--- src/bridge_pkg.sv ---
// Shared definitions for the AHB-Lite to DAP bridge
// Address constants, DP/AP register offsets, SELECT banks, error codes
// and the records passed between capture, sequencer and port mux
package bridge_pkg;

   // Local base of the bridge window
   localparam logic [31:0] base_addr = 32'h8000_0000;

   // Fixed upper CSW bits above the size field
   localparam logic [27:0] csw_cfg = 28'hA20_0000;

   // DP register offsets
   localparam logic [1:0] dp_abort_adr  = 2'b00;  // ABORT on write, IDCODE on read
   localparam logic [1:0] dp_select_adr = 2'b10;
   localparam logic [1:0] dp_rdbuff_adr = 2'b11;

   // MEM-AP register offsets inside the selected bank
   localparam logic [1:0] ap_csw_adr = 2'b00;
   localparam logic [1:0] ap_tar_adr = 2'b01;
   localparam logic [1:0] ap_drw_adr = 2'b11;

   // SELECT bank values
   localparam logic [7:0] ap_csw_bank = 8'h00;
   localparam logic [7:0] ap_tar_bank = 8'h04;
   localparam logic [7:0] ap_drw_bank = 8'h0C;
   localparam logic [7:0] ap_bd_bank  = 8'h10;  // BD0-3 picked by addr[3:2]

   // Access size code for a 32-bit word
   localparam logic [1:0] size_word = 2'd2;

   typedef enum logic [2:0] {
      success   = 3'd0,
      fault     = 3'd1,
      timeout   = 3'd2,
      noconnect = 3'd3,
      parity    = 3'd4,
      unknown   = 3'd7
   } err_t;

   // One DP or AP register access
   typedef struct packed {
      logic        apndp;
      logic [1:0]  addr;
      logic        write;
      logic [31:0] data;
   } dap_req_t;

   // Result of a register access
   typedef struct packed {
      logic [31:0] rdata;
      err_t        err;
   } dap_rsp_t;

   // Captured AHB transfer, address already remapped
   typedef struct packed {
      logic [31:0] addr;
      logic        write;
      logic [1:0]  size;
      logic [31:0] wdata;
   } ahb_req_t;

   // Remote address windows
   typedef struct packed {
      logic [7:0][6:0] win32m;   // Upper 7 bits per 32 MB window
      logic [3:0]      win256m;  // Upper 4 bits of the 256 MB window
   } remap_t;

   // Software direct access
   typedef struct packed {
      logic        apndp;
      logic [1:0]  addr;
      logic        write;
      logic [31:0] data;
   } direct_ctrl_t;

endpackage

--- src/ahb_capture.sv ---
`timescale 1ns/10ps
// AHB-Lite slave front end of the bridge
// Takes one transfer at a time, maps it into the remote address space
// and stalls the bus until the MEM-AP sequence reports back
module ahb_capture
(
   input  logic                  CLK,
   input  logic                  RESETn,
   input  logic                  hsel,
   input  logic                  hready,
   input  logic                  hwrite,
   input  logic [1:0]            htrans,
   input  logic [2:0]            hsize,
   input  logic [31:0]           haddr,
   input  logic [31:0]           hwdata,
   input  bridge_pkg::remap_t    remap,
   input  logic                  xfer_done,
   input  logic [31:0]           xfer_rdata,
   input  bridge_pkg::err_t      xfer_err,
   output logic                  hreadyout,
   output logic [31:0]           hrdata,
   output logic                  hresp,
   output logic                  req_pending,
   output bridge_pkg::ahb_req_t  req
);

   logic        take;
   logic [31:0] offset;
   logic [31:0] remote_addr;
   logic        latch_wdata;
   logic        err_first;    // First cycle of ERROR response

   assign take   = hsel && hready && htrans[1];  // NONSEQ or SEQ
   assign offset = haddr - bridge_pkg::base_addr;

   always_comb
   begin
      if (offset[28])
         remote_addr = {remap.win256m, offset[27:0]};
      else
         remote_addr = {remap.win32m[offset[27:25]], offset[24:0]};
   end

   always_ff @(posedge CLK)
   begin
      if (!RESETn)
      begin
         hreadyout   <= 1'b1;
         hresp       <= 1'b0;
         req_pending <= 1'b0;
         latch_wdata <= 1'b0;
         err_first   <= 1'b0;
      end
      else
      begin
         latch_wdata <= 1'b0;
         if (hresp && hreadyout)
            hresp <= 1'b0;     // Second ERROR cycle over
         if (err_first)
         begin
            hreadyout <= 1'b1;
            err_first <= 1'b0;
         end
         if (xfer_done)
         begin
            req_pending <= 1'b0;
            if (xfer_err == bridge_pkg::success)
               hreadyout <= 1'b1;
            else
            begin
               hresp     <= 1'b1;
               err_first <= 1'b1;
            end
         end
         if (take)
         begin
            req_pending <= 1'b1;
            hreadyout   <= 1'b0;
            hresp       <= 1'b0;
            latch_wdata <= hwrite;  // Data phase follows
         end
      end
   end

   always_ff @(posedge CLK)
   begin
      if (take)
      begin
         req.addr  <= remote_addr;
         req.write <= hwrite;
         req.size  <= hsize[1:0];
      end
      if (latch_wdata)
         req.wdata <= hwdata;
      if (xfer_done && !req.write)
         hrdata <= xfer_rdata;
   end

   // Master must see the previous transfer finish before the next one
   a_single_outstanding: assert property (@(posedge CLK) disable iff (!RESETn)
      take |-> !req_pending);

endmodule

--- src/mem_ap_sequencer.sv ---
`timescale 1ns/10ps
// MEM-AP access sequencer
// Breaks a captured AHB transfer into SELECT, CSW, TAR and data register
// accesses, skipping CSW and TAR writes that the caches show are redundant
module mem_ap_sequencer
(
   input  logic                  CLK,
   input  logic                  RESETn,
   input  logic                  req_pending,
   input  bridge_pkg::ahb_req_t  req,
   input  logic [7:0]            apsel,
   input  logic                  seq_done,
   input  bridge_pkg::dap_rsp_t  seq_rsp,
   output logic                  seq_valid,
   output bridge_pkg::dap_req_t  seq_req,
   output logic                  xfer_done,
   output logic [31:0]           xfer_rdata,
   output bridge_pkg::err_t      xfer_err
);

   typedef enum logic [2:0] {
      s_idle,
      s_csw_sel,
      s_csw_wr,
      s_tar_sel,
      s_tar_wr,
      s_data_sel,
      s_data,
      s_rdbuff
   } seq_state_t;

   seq_state_t  state;
   seq_state_t  after_cfg;   // Step after the size check
   logic [1:0]  size_q;      // Size currently in CSW
   logic [31:0] tar_q;       // Value currently in TAR
   logic        tar_valid;
   logic        word_acc;
   logic [31:0] tar_target;
   logic        rsp_err;
   logic [7:0]  sel_bank;

   assign word_acc   = (req.size == bridge_pkg::size_word);
   // Words go through BD0-3, so TAR only needs the 16-byte block
   assign tar_target = word_acc ? {req.addr[31:4], 4'h0} : req.addr;
   assign after_cfg  = (tar_valid && tar_q == tar_target) ? s_data_sel : s_tar_sel;
   assign rsp_err    = (seq_rsp.err != bridge_pkg::success);

   always_comb
   begin
      case (state)
         s_csw_sel: sel_bank = bridge_pkg::ap_csw_bank;
         s_tar_sel: sel_bank = bridge_pkg::ap_tar_bank;
         default:   sel_bank = word_acc ? bridge_pkg::ap_bd_bank : bridge_pkg::ap_drw_bank;
      endcase
   end

   always_comb
   begin
      seq_req = '0;
      case (state)
         s_csw_sel, s_tar_sel, s_data_sel:
         begin
            seq_req.addr  = bridge_pkg::dp_select_adr;
            seq_req.write = 1'b1;
            seq_req.data  = {apsel, 16'h0, sel_bank};
         end
         s_csw_wr:
         begin
            seq_req.apndp = 1'b1;
            seq_req.addr  = bridge_pkg::ap_csw_adr;
            seq_req.write = 1'b1;
            seq_req.data  = {bridge_pkg::csw_cfg, 2'b00, req.size};
         end
         s_tar_wr:
         begin
            seq_req.apndp = 1'b1;
            seq_req.addr  = bridge_pkg::ap_tar_adr;
            seq_req.write = 1'b1;
            seq_req.data  = tar_target;
         end
         s_data:
         begin
            seq_req.apndp = 1'b1;
            seq_req.addr  = word_acc ? req.addr[3:2] : bridge_pkg::ap_drw_adr;
            seq_req.write = req.write;
            seq_req.data  = req.wdata;
         end
         s_rdbuff:
            seq_req.addr = bridge_pkg::dp_rdbuff_adr;  // Posted AP read result
         default:
            seq_req = '0;
      endcase
   end

   always_ff @(posedge CLK)
   begin
      if (!RESETn)
      begin
         state     <= s_idle;
         seq_valid <= 1'b0;
         size_q    <= bridge_pkg::size_word;
         tar_valid <= 1'b0;
         xfer_done <= 1'b0;
         xfer_err  <= bridge_pkg::success;
      end
      else
      begin
         xfer_done <= 1'b0;
         if (state != s_idle && !seq_valid)
            seq_valid <= 1'b1;   // Offer the access of this step
         if (state == s_idle)
         begin
            // req_pending is still high in the cycle of xfer_done
            if (req_pending && !xfer_done)
            begin
               xfer_err <= bridge_pkg::success;
               state    <= (req.size != size_q) ? s_csw_sel : after_cfg;
            end
         end
         else if (seq_done)
         begin
            seq_valid <= 1'b0;
            if (rsp_err)
            begin
               xfer_err  <= seq_rsp.err;
               xfer_done <= 1'b1;
               tar_valid <= 1'b0;  // Remote TAR state unknown
               state     <= s_idle;
            end
            else
            begin
               case (state)
                  s_csw_sel: state <= s_csw_wr;
                  s_csw_wr:
                  begin
                     size_q <= req.size;
                     state  <= after_cfg;
                  end
                  s_tar_sel: state <= s_tar_wr;
                  s_tar_wr:
                  begin
                     tar_q     <= tar_target;
                     tar_valid <= 1'b1;
                     state     <= s_data_sel;
                  end
                  s_data_sel: state <= s_data;
                  s_data:
                  begin
                     if (req.write)
                     begin
                        xfer_done <= 1'b1;
                        state     <= s_idle;
                     end
                     else
                        state <= s_rdbuff;
                  end
                  default:
                  begin
                     xfer_done <= 1'b1;  // RDBUFF holds the read data
                     state     <= s_idle;
                  end
               endcase
            end
         end
      end
   end

   always_ff @(posedge CLK)
   begin
      if (state == s_rdbuff && seq_done)
         xfer_rdata <= seq_rsp.rdata;
   end

   // A completion from the mux answers only the request still raised
   a_done_needs_req: assert property (@(posedge CLK) disable iff (!RESETn)
      seq_done |-> seq_valid);

endmodule

--- src/dap_port_mux.sv ---
`timescale 1ns/10ps
// DAP port arbiter
// Shares the single register-access port between direct software accesses
// and the MEM-AP sequencer, direct requests first, and keeps the error status
module dap_port_mux
(
   input  logic                      CLK,
   input  logic                      RESETn,
   input  logic                      direct_start,
   input  bridge_pkg::direct_ctrl_t  direct_ctrl,
   input  logic                      seq_valid,
   input  bridge_pkg::dap_req_t      seq_req,
   input  logic                      dap_ready,
   input  bridge_pkg::dap_rsp_t      dap_rsp,
   output logic                      direct_busy,
   output logic                      direct_done,
   output logic [31:0]               direct_rdata,
   output bridge_pkg::err_t          stat,
   output logic                      seq_done,
   output bridge_pkg::dap_rsp_t      seq_rsp,
   output logic                      dap_valid,
   output bridge_pkg::dap_req_t      dap_req
);

   typedef enum logic [1:0] {mux_idle, mux_offer, mux_wait} mux_state_t;

   mux_state_t                state;
   logic                      direct_pend;   // Direct access not yet offered
   bridge_pkg::direct_ctrl_t  direct_q;
   logic                      owner_direct;  // Owner of the access in flight
   logic                      ready_q;
   logic                      accept_start;
   logic                      rsp_rise;

   assign accept_start = direct_start && !direct_busy;
   assign rsp_rise     = (state == mux_wait) && dap_ready && !ready_q;

   always_ff @(posedge CLK)
   begin
      if (!RESETn)
      begin
         state        <= mux_idle;
         dap_valid    <= 1'b0;
         direct_busy  <= 1'b0;
         direct_pend  <= 1'b0;
         direct_done  <= 1'b0;
         seq_done     <= 1'b0;
         owner_direct <= 1'b0;
         ready_q      <= 1'b0;
         stat         <= bridge_pkg::success;
      end
      else
      begin
         ready_q     <= dap_ready;
         direct_done <= 1'b0;
         seq_done    <= 1'b0;
         if (accept_start)
         begin
            direct_busy <= 1'b1;
            direct_pend <= 1'b1;
            stat        <= bridge_pkg::success;
         end
         case (state)
            mux_idle:
               if (dap_ready)
               begin
                  if (direct_pend)
                  begin
                     owner_direct <= 1'b1;
                     direct_pend  <= 1'b0;
                     dap_valid    <= 1'b1;
                     state        <= mux_offer;
                  end
                  else if (seq_valid && !seq_done)  // Old request still up on done
                  begin
                     owner_direct <= 1'b0;
                     dap_valid    <= 1'b1;
                     state        <= mux_offer;
                  end
               end
            mux_offer:
               if (dap_ready)
               begin
                  dap_valid <= 1'b0;   // Taken this cycle
                  state     <= mux_wait;
               end
            default:
               if (rsp_rise)
               begin
                  state <= mux_idle;
                  if (dap_rsp.err != bridge_pkg::success)
                     stat <= dap_rsp.err;
                  if (owner_direct)
                  begin
                     direct_done <= 1'b1;
                     direct_busy <= 1'b0;
                  end
                  else
                     seq_done <= 1'b1;
               end
         endcase
      end
   end

   always_ff @(posedge CLK)
   begin
      if (accept_start)
         direct_q <= direct_ctrl;
      if (state == mux_idle && dap_ready)
      begin
         if (direct_pend)
            dap_req <= '{apndp: direct_q.apndp, addr: direct_q.addr,
                         write: direct_q.write, data: direct_q.data};
         else
            dap_req <= seq_req;
      end
      if (rsp_rise && owner_direct)
         direct_rdata <= dap_rsp.rdata;
      if (rsp_rise && !owner_direct)
         seq_rsp <= dap_rsp;
   end

   // Remote keeps ready up until it has taken the offered access
   a_valid_needs_ready: assert property (@(posedge CLK) disable iff (!RESETn)
      dap_valid |-> dap_ready);

endmodule

--- src/swd_ahb_bridge.sv ---
`timescale 1ns/10ps
// AHB-Lite to remote DAP bridge, top level
// AHB capture feeds the MEM-AP sequencer, which shares the DAP
// register port with direct software accesses
module swd_ahb_bridge
(
   input  logic                      CLK,
   input  logic                      RESETn,
   input  logic                      hsel,
   input  logic                      hready,
   input  logic                      hwrite,
   input  logic [1:0]                htrans,
   input  logic [2:0]                hsize,
   input  logic [31:0]               haddr,
   input  logic [31:0]               hwdata,
   output logic                      hreadyout,
   output logic [31:0]               hrdata,
   output logic                      hresp,
   input  bridge_pkg::remap_t        remap,
   input  logic [7:0]                apsel,
   input  logic                      direct_start,
   input  bridge_pkg::direct_ctrl_t  direct_ctrl,
   output logic                      direct_busy,
   output logic                      direct_done,
   output logic [31:0]               direct_rdata,
   output bridge_pkg::err_t          stat,
   output logic                      dap_valid,
   output bridge_pkg::dap_req_t      dap_req,
   input  logic                      dap_ready,
   input  bridge_pkg::dap_rsp_t      dap_rsp
);

   logic                  req_pending;
   bridge_pkg::ahb_req_t  ahb_req;
   logic                  xfer_done;
   logic [31:0]           xfer_rdata;
   bridge_pkg::err_t      xfer_err;
   logic                  seq_valid;
   bridge_pkg::dap_req_t  seq_req;
   logic                  seq_done;
   bridge_pkg::dap_rsp_t  seq_rsp;

   ahb_capture u_capture
   (
      .CLK         (CLK),
      .RESETn      (RESETn),
      .hsel        (hsel),
      .hready      (hready),
      .hwrite      (hwrite),
      .htrans      (htrans),
      .hsize       (hsize),
      .haddr       (haddr),
      .hwdata      (hwdata),
      .remap       (remap),
      .xfer_done   (xfer_done),
      .xfer_rdata  (xfer_rdata),
      .xfer_err    (xfer_err),
      .hreadyout   (hreadyout),
      .hrdata      (hrdata),
      .hresp       (hresp),
      .req_pending (req_pending),
      .req         (ahb_req)
   );

   mem_ap_sequencer u_sequencer
   (
      .CLK         (CLK),
      .RESETn      (RESETn),
      .req_pending (req_pending),
      .req         (ahb_req),
      .apsel       (apsel),
      .seq_done    (seq_done),
      .seq_rsp     (seq_rsp),
      .seq_valid   (seq_valid),
      .seq_req     (seq_req),
      .xfer_done   (xfer_done),
      .xfer_rdata  (xfer_rdata),
      .xfer_err    (xfer_err)
   );

   dap_port_mux u_port_mux
   (
      .CLK          (CLK),
      .RESETn       (RESETn),
      .direct_start (direct_start),
      .direct_ctrl  (direct_ctrl),
      .seq_valid    (seq_valid),
      .seq_req      (seq_req),
      .dap_ready    (dap_ready),
      .dap_rsp      (dap_rsp),
      .direct_busy  (direct_busy),
      .direct_done  (direct_done),
      .direct_rdata (direct_rdata),
      .stat         (stat),
      .seq_done     (seq_done),
      .seq_rsp      (seq_rsp),
      .dap_valid    (dap_valid),
      .dap_req      (dap_req)
   );

endmodule

--- config.mk ---
export PLATFORM = sky130hd
export DESIGN_NAME = swd_ahb_bridge
export DESIGN_NICKNAME = d
export VERILOG_FILES = /design/src/bridge_pkg.sv /design/src/ahb_capture.sv /design/src/mem_ap_sequencer.sv /design/src/dap_port_mux.sv /design/src/swd_ahb_bridge.sv
export SDC_FILE = /design/constraint.sdc
export NUM_CORES = 1
export LEC_CHECK = 0
export BUFFER_PORTS_ARGS = -buffer_cell sky130_fd_sc_hd__buf_4
export CAP_MARGIN = 20
export CORE_MARGIN = 2
export CORE_UTILIZATION = 39
export CTS_CLUSTER_SIZE = 24
export DETAILED_ROUTE_END_ITERATION = 10
export REMOVE_ABC_BUFFERS = 1
export SLEW_MARGIN = 10
export SYNTH_ARGS = -nofsm -noshare
export SYNTH_HDL_FRONTEND = slang
export SYNTH_SLANG_ARGS = --single-unit
--- constraint.sdc ---
create_clock -name CLK -period 4.5 [get_ports CLK]
set_clock_uncertainty 0.15 [all_clocks]
set_input_delay 0.225 -clock CLK [delete_from_list [all_inputs] [get_ports CLK]]
set_output_delay 0.225 -clock CLK [all_outputs]
set_load 0.01 [all_outputs]
==> impl_metrics.yaml, run 1 <==
outcome:
  status: "finished clean"
route:
  drc: 0
  vias_per_cell: 4.79
  firstDrtPassIters: 4
  wire_per_inst_um: 18.9
  drt-total-wl_um: 30500
  detail-route-antenna-nets: 0
  drt_iter0_drc: 469
  vias: 7726
sta:
  worst_slew_pin_slew_ns: 1.06
  hold_viol: 0
  final_max_slew_viol_count: 0
  rsz0062_at_grt: "false"
  setup_tns_ns: 0
  worst_slack_ns: 1.97
  hold_slack_ns: 0.0399
  period_share_pct: 56.2
  fmax_mhz: 395
  slew_headroom_pct: 29.2
  setup_viol: 0
  fin_crit_ns: 2.53
place:
  place_congestion: 0.753
  hpwlAfterDp_um: 20000
  port_buffers: 317
  dpl_cell_area_um2: 15000
  pre_cts_slack_ns: 1.93
clock_tree:
  clock_path_buffers: 3
  cts-root-buf: "clkbuf_16"
  post-cts-setup-buffers: 0
  cts_buffers: 36
  post_cts_resized: 0
  cts_tree: "done"
  cts_sinks: 330
  clkLatencyLatePin_ns: 0.52
  path_clk_slew_ns: 0.06
  htree_levels: 2
logic_synthesis:
  ys.flop_type: "edfxtp_1"
  synth-seq-area-share_pct: 79.4
  synth_top_cell_area_share_pct: 74.8
  yosysTopAreaCell: "edfxtp_1"
  ys_ff_latch: 330
  synth.avg_cell_area_um2: 17.5
  synthCells: 694
  ys_async_sr_fraction_pct: 0
  ys_warn_count: 0
  yosysUniqueCellTypes: 54
  synthTopCellsByArea: "edfxtp_1 75%, dfxtp_1 4.6%, mux4_2 2.6%, mux2i_1 2.6%, xnor2_1 2.2%"
  synth_area_um2: 12100
  synth_edf_count: 302
global_routing:
  grt_use_total_pct: 18.7
  antenna_found_initial: 3
  grt-ovfl-total: 0
  grt_pass1_wl_um: 46700
  grt_pass1_vias: 8149
  grt_max_degree: 40
worst_setup_path:
  end_kind: "flip-flop"
  crit_path_max_incr_delay_ns: 0.77
  arrival_ns: 2.54
  path_depth: 3
  path_cells: "and2_0 -> and3_1 -> buf_4"
  critPathSlowestCell: "dfxtp_2"
  cp_data_required_time_ns: 4.51
  cp_max_fo: 32
  ff2ff_path_depth: 3
  worstSetupStartpointType: "flip-flop"
  critPathTopFamily: "simple AND/OR/NAND/NOR gates"
  cp.buffers_inverters: 1
  crit_type: "flip-flop to flip-flop"
floorplan:
  start_util_pct: 39.6
  core_um2: 30600
  die_h_um: 180
  num_io_pins: 323
  rows: 64
  dieArea_um2: 32500
  die_w_um: 180
layout:
  drive_gt1_share_pct: 33.8
  num-nets-final: 1401
  design_area_um2: 17700
  nFillCells: 2430
  postLayoutCoreUtil_pct: 57.8
  final_cell_mix: "326 x buf_4, 302 x edfxtp_1, 154 x dlygate4sd3_1"
  area_delta_synth_final_pct: 45.8
  layout_commonest_cell: "buf_4"
job:
  cap_violations: 0
min_path:
  hold_path_depth: 3
  min_path_type: "input port to flip-flop"
power:
  ir_drop_mv: 0.201
  powerDensity_nw_per_um2: 389
  p_leak_nw: 6.54
==> worst paths after layout <==
check	from	to	slack (ns)
worst min-delay path	haddr[26]	u_capture.req[61]$_DFFE_PP_	0.04
worst min register to register	u_port_mux.seq_rsp[11]$_DFFE_PP_	u_sequencer.xfer_rdata[8]$_DFFE_PP_	0.26
worst max register to register	u_sequencer.state[1]$_SDFFE_PN0P_	u_sequencer.xfer_rdata[24]$_DFFE_PP_	1.97
worst max-delay path	u_sequencer.state[1]$_SDFFE_PN0P_	u_sequencer.xfer_rdata[24]$_DFFE_PP_	1.97
==> synth_stat cells (4+ instances only) <==
cell	number
or3_1	4
and2_1	10
nor3_1	5
mux4_2	14
edfxtp_1	302
nor2b_1	15
nor2_1	23
a21boi_0	4
and3_1	6
nand2_1	58
xnor2_1	30
buf_2	7
clkbuf_1	14
nand3_1	4
a22o_1	12
inv_1	6
a21oi_1	11
o21ai_0	50
nand2b_1	4
dfxtp_1	28
a22oi_1	6
nand4_1	8
mux2i_1	31
a32o_1	5
==> where the power goes <==
group	switching [mW]	internal, mW	leakage, nW	total, mW
Sequential	0.0478	3.43	3.01	3.48
Clock	1.18	1.68	0.550	2.86
Combinational	0.214	0.313	2.98	0.527
Total	1.44	5.42	6.54	6.87
==> registers in the layout (all words and copies together) (netlist names), 2 cells and up, named ones only <==
signal / cells
u_port_mux.seq_rsp: 35
u_port_mux.stat: 3
u_sequencer.xfer_rdata: 32
u_port_mux.state: 2
u_port_mux.direct_rdata: 32
u_port_mux.dap_req: 36
u_port_mux.direct_q: 36
u_sequencer.tar_q: 32
u_sequencer.xfer_err: 3
u_sequencer.state: 3
u_sequencer.size_q: 2
u_capture.req: 67
u_capture.hrdata: 32
==> worst min-delay path, delay by kind of cell <==
| kind | cells | cell delay (ns) |
|---|---|---|
| AOI/OAI and AO/OA | 1 | 0.11 |
| and+or+nand+nor | 1 | 0.05 |
| buffers and inverters | 1 | 0.20 |
==> what timing repair did <==
item	CTS	global route
hold endpoints to repair	200	0
hold buffers	154	0
setup endpoints to repair	0	0
==> cells by family after synthesis <==
family	count (synthesis)	share of synthesized area, %
simple gates	149	6.18
mux	47	5.35
flops	330	79.4
compound gates	103	5.47
xor+xnor	32	2.31
buf+inv	33	1.26
==> cell type report <==
| cell class | count | area (um^2) | area share (%) |
|---|---|---|---|
| flip-flops and latches | 330 | 9630 | 54.5 |
| repair buffers | 480 | 3990 | 22.6 |
| multi-input cells | 331 | 2380 | 13.5 |
| clock buffers | 42 | 945 | 5.34 |
| well taps | 396 | 495 | 2.80 |
| clock inverters | 23 | 201 | 1.14 |
| inverters | 7 | 26.3 | 0.149 |
| diodes | 3 | 7.51 | 0.0425 |
==> metal layers <==
| metal | GRT usage (%) | vias to the layer above | part of all wire, % |
|---|---|---|---|
| met5 | 0 | - | 0 |
| met4 | 4.52 | 0 | 2.0 |
| met3 | 4.57 | 49 | 7.1 |
| met2 | 33.3 | 318 | 50 |
| met1 | 22.9 | 3701 | 41 |
| li1 | - | 3658 | - |
==> through the flow <==
stage / power (mW) / std cells
finish: 6.87 / 1612
global placement: 3.96 / 1390
global route: 7.10 / 1612
CTS: 6.94 / 1609
floorplan: 3.67 / 668
detailed placement: 3.96 / 1390
(Power assumes the default switching activity.)
==> run 2: changes to the inputs <==
==> constraint.sdc (replaced) <==
create_clock -name CLK -period 2.2 [get_ports CLK]
set_clock_uncertainty 0.15 [all_clocks]
set_input_delay 0.11 -clock CLK [delete_from_list [all_inputs] [get_ports CLK]]
set_output_delay 0.11 -clock CLK [all_outputs]
set_load 0.01 [all_outputs]
==> run 2 against run 1 <==
Compared with the run above: total power up 110%; cell count up 1.9%; routed wire length up 1.1%.
==> impl_metrics.yaml, run 2 (synthesis results as in run 1) <==
outcome:
  status: "finished clean"
worst_setup_path:
  path_cells: "buf_4 -> mux4_2 -> o21ai_0 -> dlygate4sd3_1 -> nand2_1 -> dlygate4sd3_1"
  end_kind: "flip-flop"
  crit_top_cell: "dlygate4sd3_1"
  crit_path_max_incr_delay_ns: 0.55
  cp_max_fo: 14
  arrival_ns: 2.19
  cp_data_required_time_ns: 2.31
  critPathSlowestCell: "dlygate4sd3_1"
  cp.buffers_inverters: 3
  crit_type: "input port to flip-flop"
  worstSetupStartpointType: "input port"
  critPathTopFamily: "buffers and inverters"
route:
  drt_iter0_drc: 463
  drc: 0
  firstDrtPassIters: 5
  detail-route-antenna-nets: 0
  vias: 7920
  drt-total-wl_um: 30900
  vias_per_cell: 4.82
  wire_per_inst_um: 18.8
global_routing:
  grt_pass1_wl_um: 47400
  grt_max_degree: 40
  grt-ovfl-total: 0
  antenna_found_initial: 0
  grt_use_total_pct: 18.9
  grt_pass1_vias: 8482
floorplan:
  die_h_um: 180
  start_util_pct: 39.6
  core_um2: 30600
  rows: 64
  num_io_pins: 323
  dieArea_um2: 32500
  die_w_um: 180
sta:
  rsz0062_at_grt: "false"
  period_share_pct: 94.7
  setup_viol: 0
  final_max_slew_viol_count: 0
  worst_slew_pin_slew_ns: 0.514
  fmax_mhz: 480
  hold_viol: 0
  slew_headroom_pct: 65.7
  fin_crit_ns: 2.08
  hold_slack_ns: 0.0594
layout:
  reg_top3: "u_capture.req x67, u_port_mux.dap_req x36, u_port_mux.direct_q x36"
  design_area_um2: 18000
  n_antenna_cell: 0
  instances_no_fill: 1642
  drive_gt1_share_pct: 34.2
  top_register: "u_capture.req"
  num-nets-final: 1433
  largest_reg_flops: 67
  layout_commonest_cell: "buf_4"
  area_delta_synth_final_pct: 48.8
  final_cell_mix: "336 x buf_4, 302 x edfxtp_1, 168 x dlygate4sd3_1"
  postLayoutCoreUtil_pct: 59.0
min_path:
  min_path_type: "input port to flip-flop"
power:
  ir_drop_mv: 0.426
  p_leak_nw: 6.73
  powerDensity_nw_per_um2: 782
clock_tree:
  post_cts_resized: 0
  cts_tree: "done"
  cts_buffers: 37
  clkLatencyLatePin_ns: 0.51
  clock_path_buffers: 3
  path_clk_slew_ns: 0.06
  cts-root-buf: "clkbuf_16"
  htree_levels: 2
  cts_sinks: 330
job:
  cap_violations: 0
place:
  dpl_cell_area_um2: 15200
  hpwlAfterDp_um: 21000
  place_congestion: 0.796
  port_buffers: 317
  post-place-cells: 1407
## run 2: path summary, 6_finish.rpt
check | slack [ns] | end | from | depth (start not counted)
max | 0.12 | u_capture.req[61]$_DFFE_PP_ | haddr[25] | 6
min | 0.06 | u_capture.req[60]$_DFFE_PP_ | haddr[25] | 4
max reg2reg | 0.15 | u_sequencer.state[2]$_SDFFE_PN0P_ | u_capture.req[61]$_DFFE_PP_ | 5
min reg2reg | 0.26 | u_sequencer.xfer_rdata[1]$_DFFE_PP_ | u_port_mux.seq_rsp[4]$_DFFE_PP_ | 0
## run 2: power by group
part	switching, mW	internal, mW	total, mW
combinational	0.450	0.682	1.13
sequential	0.0955	7.01	7.11
clock	2.39	3.47	5.86
## run 2: tightest hold or removal path: cells and delay by family
family	cells	cell delay, ns
buf+inv	1	0.19
simple gates	3	0.30
## run 2: per-stage QoR
stage               TNS, ns  total power, mW  setup slack, ns
CTS                       0             14.3            0.106
global route              0             14.6           0.0227
finish                    0             14.1            0.116
global placement          0             8.11            0.118
floorplan           -123.10             7.51            -1.07
detailed placement        0             8.13            0.111
## run 2: what timing repair did
item / 4_1_cts / 5_1_grt
buffers inserted: 0 / 0
hold buffers: 168 / 0
endpoints found under the hold margin: 206 / 0
## run 2: per-layer routing
layer  part of all wire (%)  vias to the layer above  GRT usage (%)  wire length, um
met5                      0                        -              0                0
met4                    2.9                        0           6.58              889
met3                    7.2                       63           4.83             2220
met2                     50                      360           32.8            15300
met1                     40                     3766           23.0            12400
li1                       -                     3731              -                -
## run 2: layout make-up
| cell class | instances | area [um^2] |
|---|---|---|
| clock buffers | 46 | 1000 |
| clock inverters | 21 | 158 |
| inverters | 7 | 26.3 |
| fillers | 2402 | 12600 |
| flip-flops and latches | 330 | 9630 |
| multi-input cells | 331 | 2380 |
| repair buffers | 511 | 4340 |
| well taps | 396 | 495 |
==> run 3: changes to the inputs <==
--- a/config.mk
+++ b/config.mk
@@ -7,7 +7,6 @@
 export LEC_CHECK = 0
 export BUFFER_PORTS_ARGS = -buffer_cell sky130_fd_sc_hd__buf_4
 export CAP_MARGIN = 20
-export CORE_MARGIN = 2
 export CORE_UTILIZATION = 39
 export CTS_CLUSTER_SIZE = 24
 export DETAILED_ROUTE_END_ITERATION = 10
==> run 3 against run 2 <==
Compared with the run above: critical path depth unchanged; flip-flop and latch count unchanged; clock power is 6.3% lower; non-clock buffer count decreased by 5; die area fell by 2.2%; critical path type unchanged; total power fell by 2.7%; cell count decreased by 0.55%; worst setup slack lost 0.049 ns; routed wire length shrank 2.5%.
==> impl_metrics.yaml, run 3 (synthesis results as in run 1) <==
clock_tree:
  clock_path_buffers: 3
  cts_buffers: 35
  cts-root-buf: "clkbuf_16"
  path_clk_slew_ns: 0.06
  htree_levels: 2
  cts_tree: "done"
  clkLatencyLatePin_ns: 0.51
  cts_sinks: 330
sta:
  slew_headroom_pct: 58.7
  final_max_slew_viol_count: 0
  fmax_mhz: 469
  worst_slew_pin_slew_ns: 0.619
  rsz0062_at_grt: "false"
  fin_crit_ns: 2.13
  hold_viol: 0
  hold_slack_ns: 0.0289
  period_share_pct: 96.9
  setup_viol: 0
power:
  ir_drop_mv: 0.483
  powerDensity_nw_per_um2: 766
  p_leak_nw: 6.66
  totalPowerFinal_mw: 13.7
worst_setup_path:
  cp_max_fo: 14
  worstSetupStartpointType: "input port"
  path_cells: "buf_4 -> mux4_2 -> o21ai_0 -> dlygate4sd3_1 -> nand2_1 -> dlygate4sd3_1"
  r2r_start: "u_capture.req[32]$_DFFE_PP_"
  crit_type: "input port to flip-flop"
  crit_top_cell: "dlygate4sd3_1"
  startpoint: "haddr[25]"
  arrival_ns: 2.23
  crit_path_max_incr_delay_ns: 0.58
  critPathSlowestCell: "dlygate4sd3_1"
  end_kind: "flip-flop"
  cp_data_required_time_ns: 2.30
global_routing:
  grt_pass1_wl_um: 44800
  antenna_found_initial: 1
  grt_max_degree: 40
  grt-ovfl-total: 0
  grt_pass1_vias: 8098
  grt_use_total_pct: 18.9
place:
  hpwlAfterDp_um: 20200
  dpl_cell_area_um2: 15200
  place_congestion: 0.778
  port_buffers: 317
route:
  firstDrtPassIters: 5
  drt-total-wl_um: 30100
  drc: 0
  detail-route-antenna-nets: 0
  vias: 7791
  wire_per_inst_um: 18.4
  drt_iter0_drc: 367
  vias_per_cell: 4.77
layout:
  num-nets-final: 1426
  nFillCells: 2384
  reg_top3: "u_capture.req x67, u_port_mux.dap_req x36, u_port_mux.direct_q x36"
  design_area_um2: 17900
  top_register: "u_capture.req"
  drive_gt1_share_pct: 34.1
  final_cell_mix: "335 x buf_4, 302 x edfxtp_1, 163 x dlygate4sd3_1"
  layout_commonest_cell: "buf_4"
  largest_reg_flops: 67
  area_delta_synth_final_pct: 47.8
min_path:
  hp-start: "remap[18]"
  min_path_type: "input port to flip-flop"
floorplan:
  rows: 64
  die_w_um: 178
  die_h_um: 178
  dieArea_um2: 31800
  num_io_pins: 323
  start_util_pct: 39.6
  core_um2: 30600
job:
  cap_violations: 0
outcome:
  status: "finished clean"
-- run 3: changes by cell type in the layout (fill, tap and decap cells not counted) --
cell	previous run	this run
clkbuf_16	39	37
dlygate4sd3_1	168	163
clkinv_1	10	6
nor4_1	2	1
diode_2	0	1
clkbuf_1	7	12
buf_4	336	335
inv_6	1	0
bufinv_16	2	1
nor4_2	0	1
buf_12	7	8
clkinv_2	6	4
-- run 3: repair_timing --
action | CTS | global route
setup endpoints to repair | 0 | 1
hold buffers | 163 | 0
gates resized for setup | 0 | 1
hold endpoints to repair | 206 | 0
buffers inserted | 0 | 0
-- run 3: area by class of cell --
class | count | area [um^2] | share of cell area, %
multi-input combinational | 331 | 2380 | 13.3
antenna | 1 | 2.50 | 0.0140
clock inverter | 13 | 93.8 | 0.524
tap | 396 | 495 | 2.77
sequential | 330 | 9630 | 53.8
timing repair buffer | 506 | 4310 | 24.0
inverter | 7 | 26.3 | 0.147
clock buffer | 49 | 971 | 5.42
-- run 3: worst max-delay path: cells and delay by family --
family                 cells  cell delay, ns
AND/OR/NAND/NOR            1            0.05
multiplexers               1            0.53
buffers and inverters      3            1.37
AO/OA/AOI/OAI              1            0.17
-- run 3: final timing paths --
path / endpoint / slack (ns) / depth (start not counted)
worst min register to register: u_sequencer.xfer_rdata[30]$_DFFE_PP_ / 0.26 / 0
worst max-delay path: u_capture.req[62]$_DFFE_PP_ / 0.07 / 6
worst min-delay path: u_capture.req[60]$_DFFE_PP_ / 0.03 / 4
worst max register to register: u_sequencer.state[2]$_SDFFE_PN0P_ / 0.24 / 5
-- run 3: where the power goes --
part / total (mW) / internal (mW) / switching [mW] / leakage [nW]
clock network: 5.49 / 3.20 / 2.29 / 0.516
logic: 1.13 / 0.677 / 0.451 / 3.13
registers: 7.11 / 7.01 / 0.0943 / 3.01
total: 13.7 / 10.9 / 2.83 / 6.66
-- run 3: metal layers --
metal / track usage, % / routed length, um / vias to the layer above
met5: 0 / 0 / -
met4: 4.34 / 471 / 0
met3: 4.39 / 2050 / 38
met2: 34.0 / 15200 / 317
met1: 22.7 / 12300 / 3726
li1: - / - / 3710
-- run 3: per-stage QoR --
stage	setup TNS [ns]	instances	setup slack, ns	util [%]
2_1_floorplan	-123.10	668	-1.07	-
3_3_place_gp	0	1407	0.149	49.7
3_5_place_dp	0	1407	0.0928	49.7
4_1_cts	0	1632	0.0581	58.5
5_1_grt	0	1633	0.000267	58.6
6_report	0	1633	0.0672	58.6
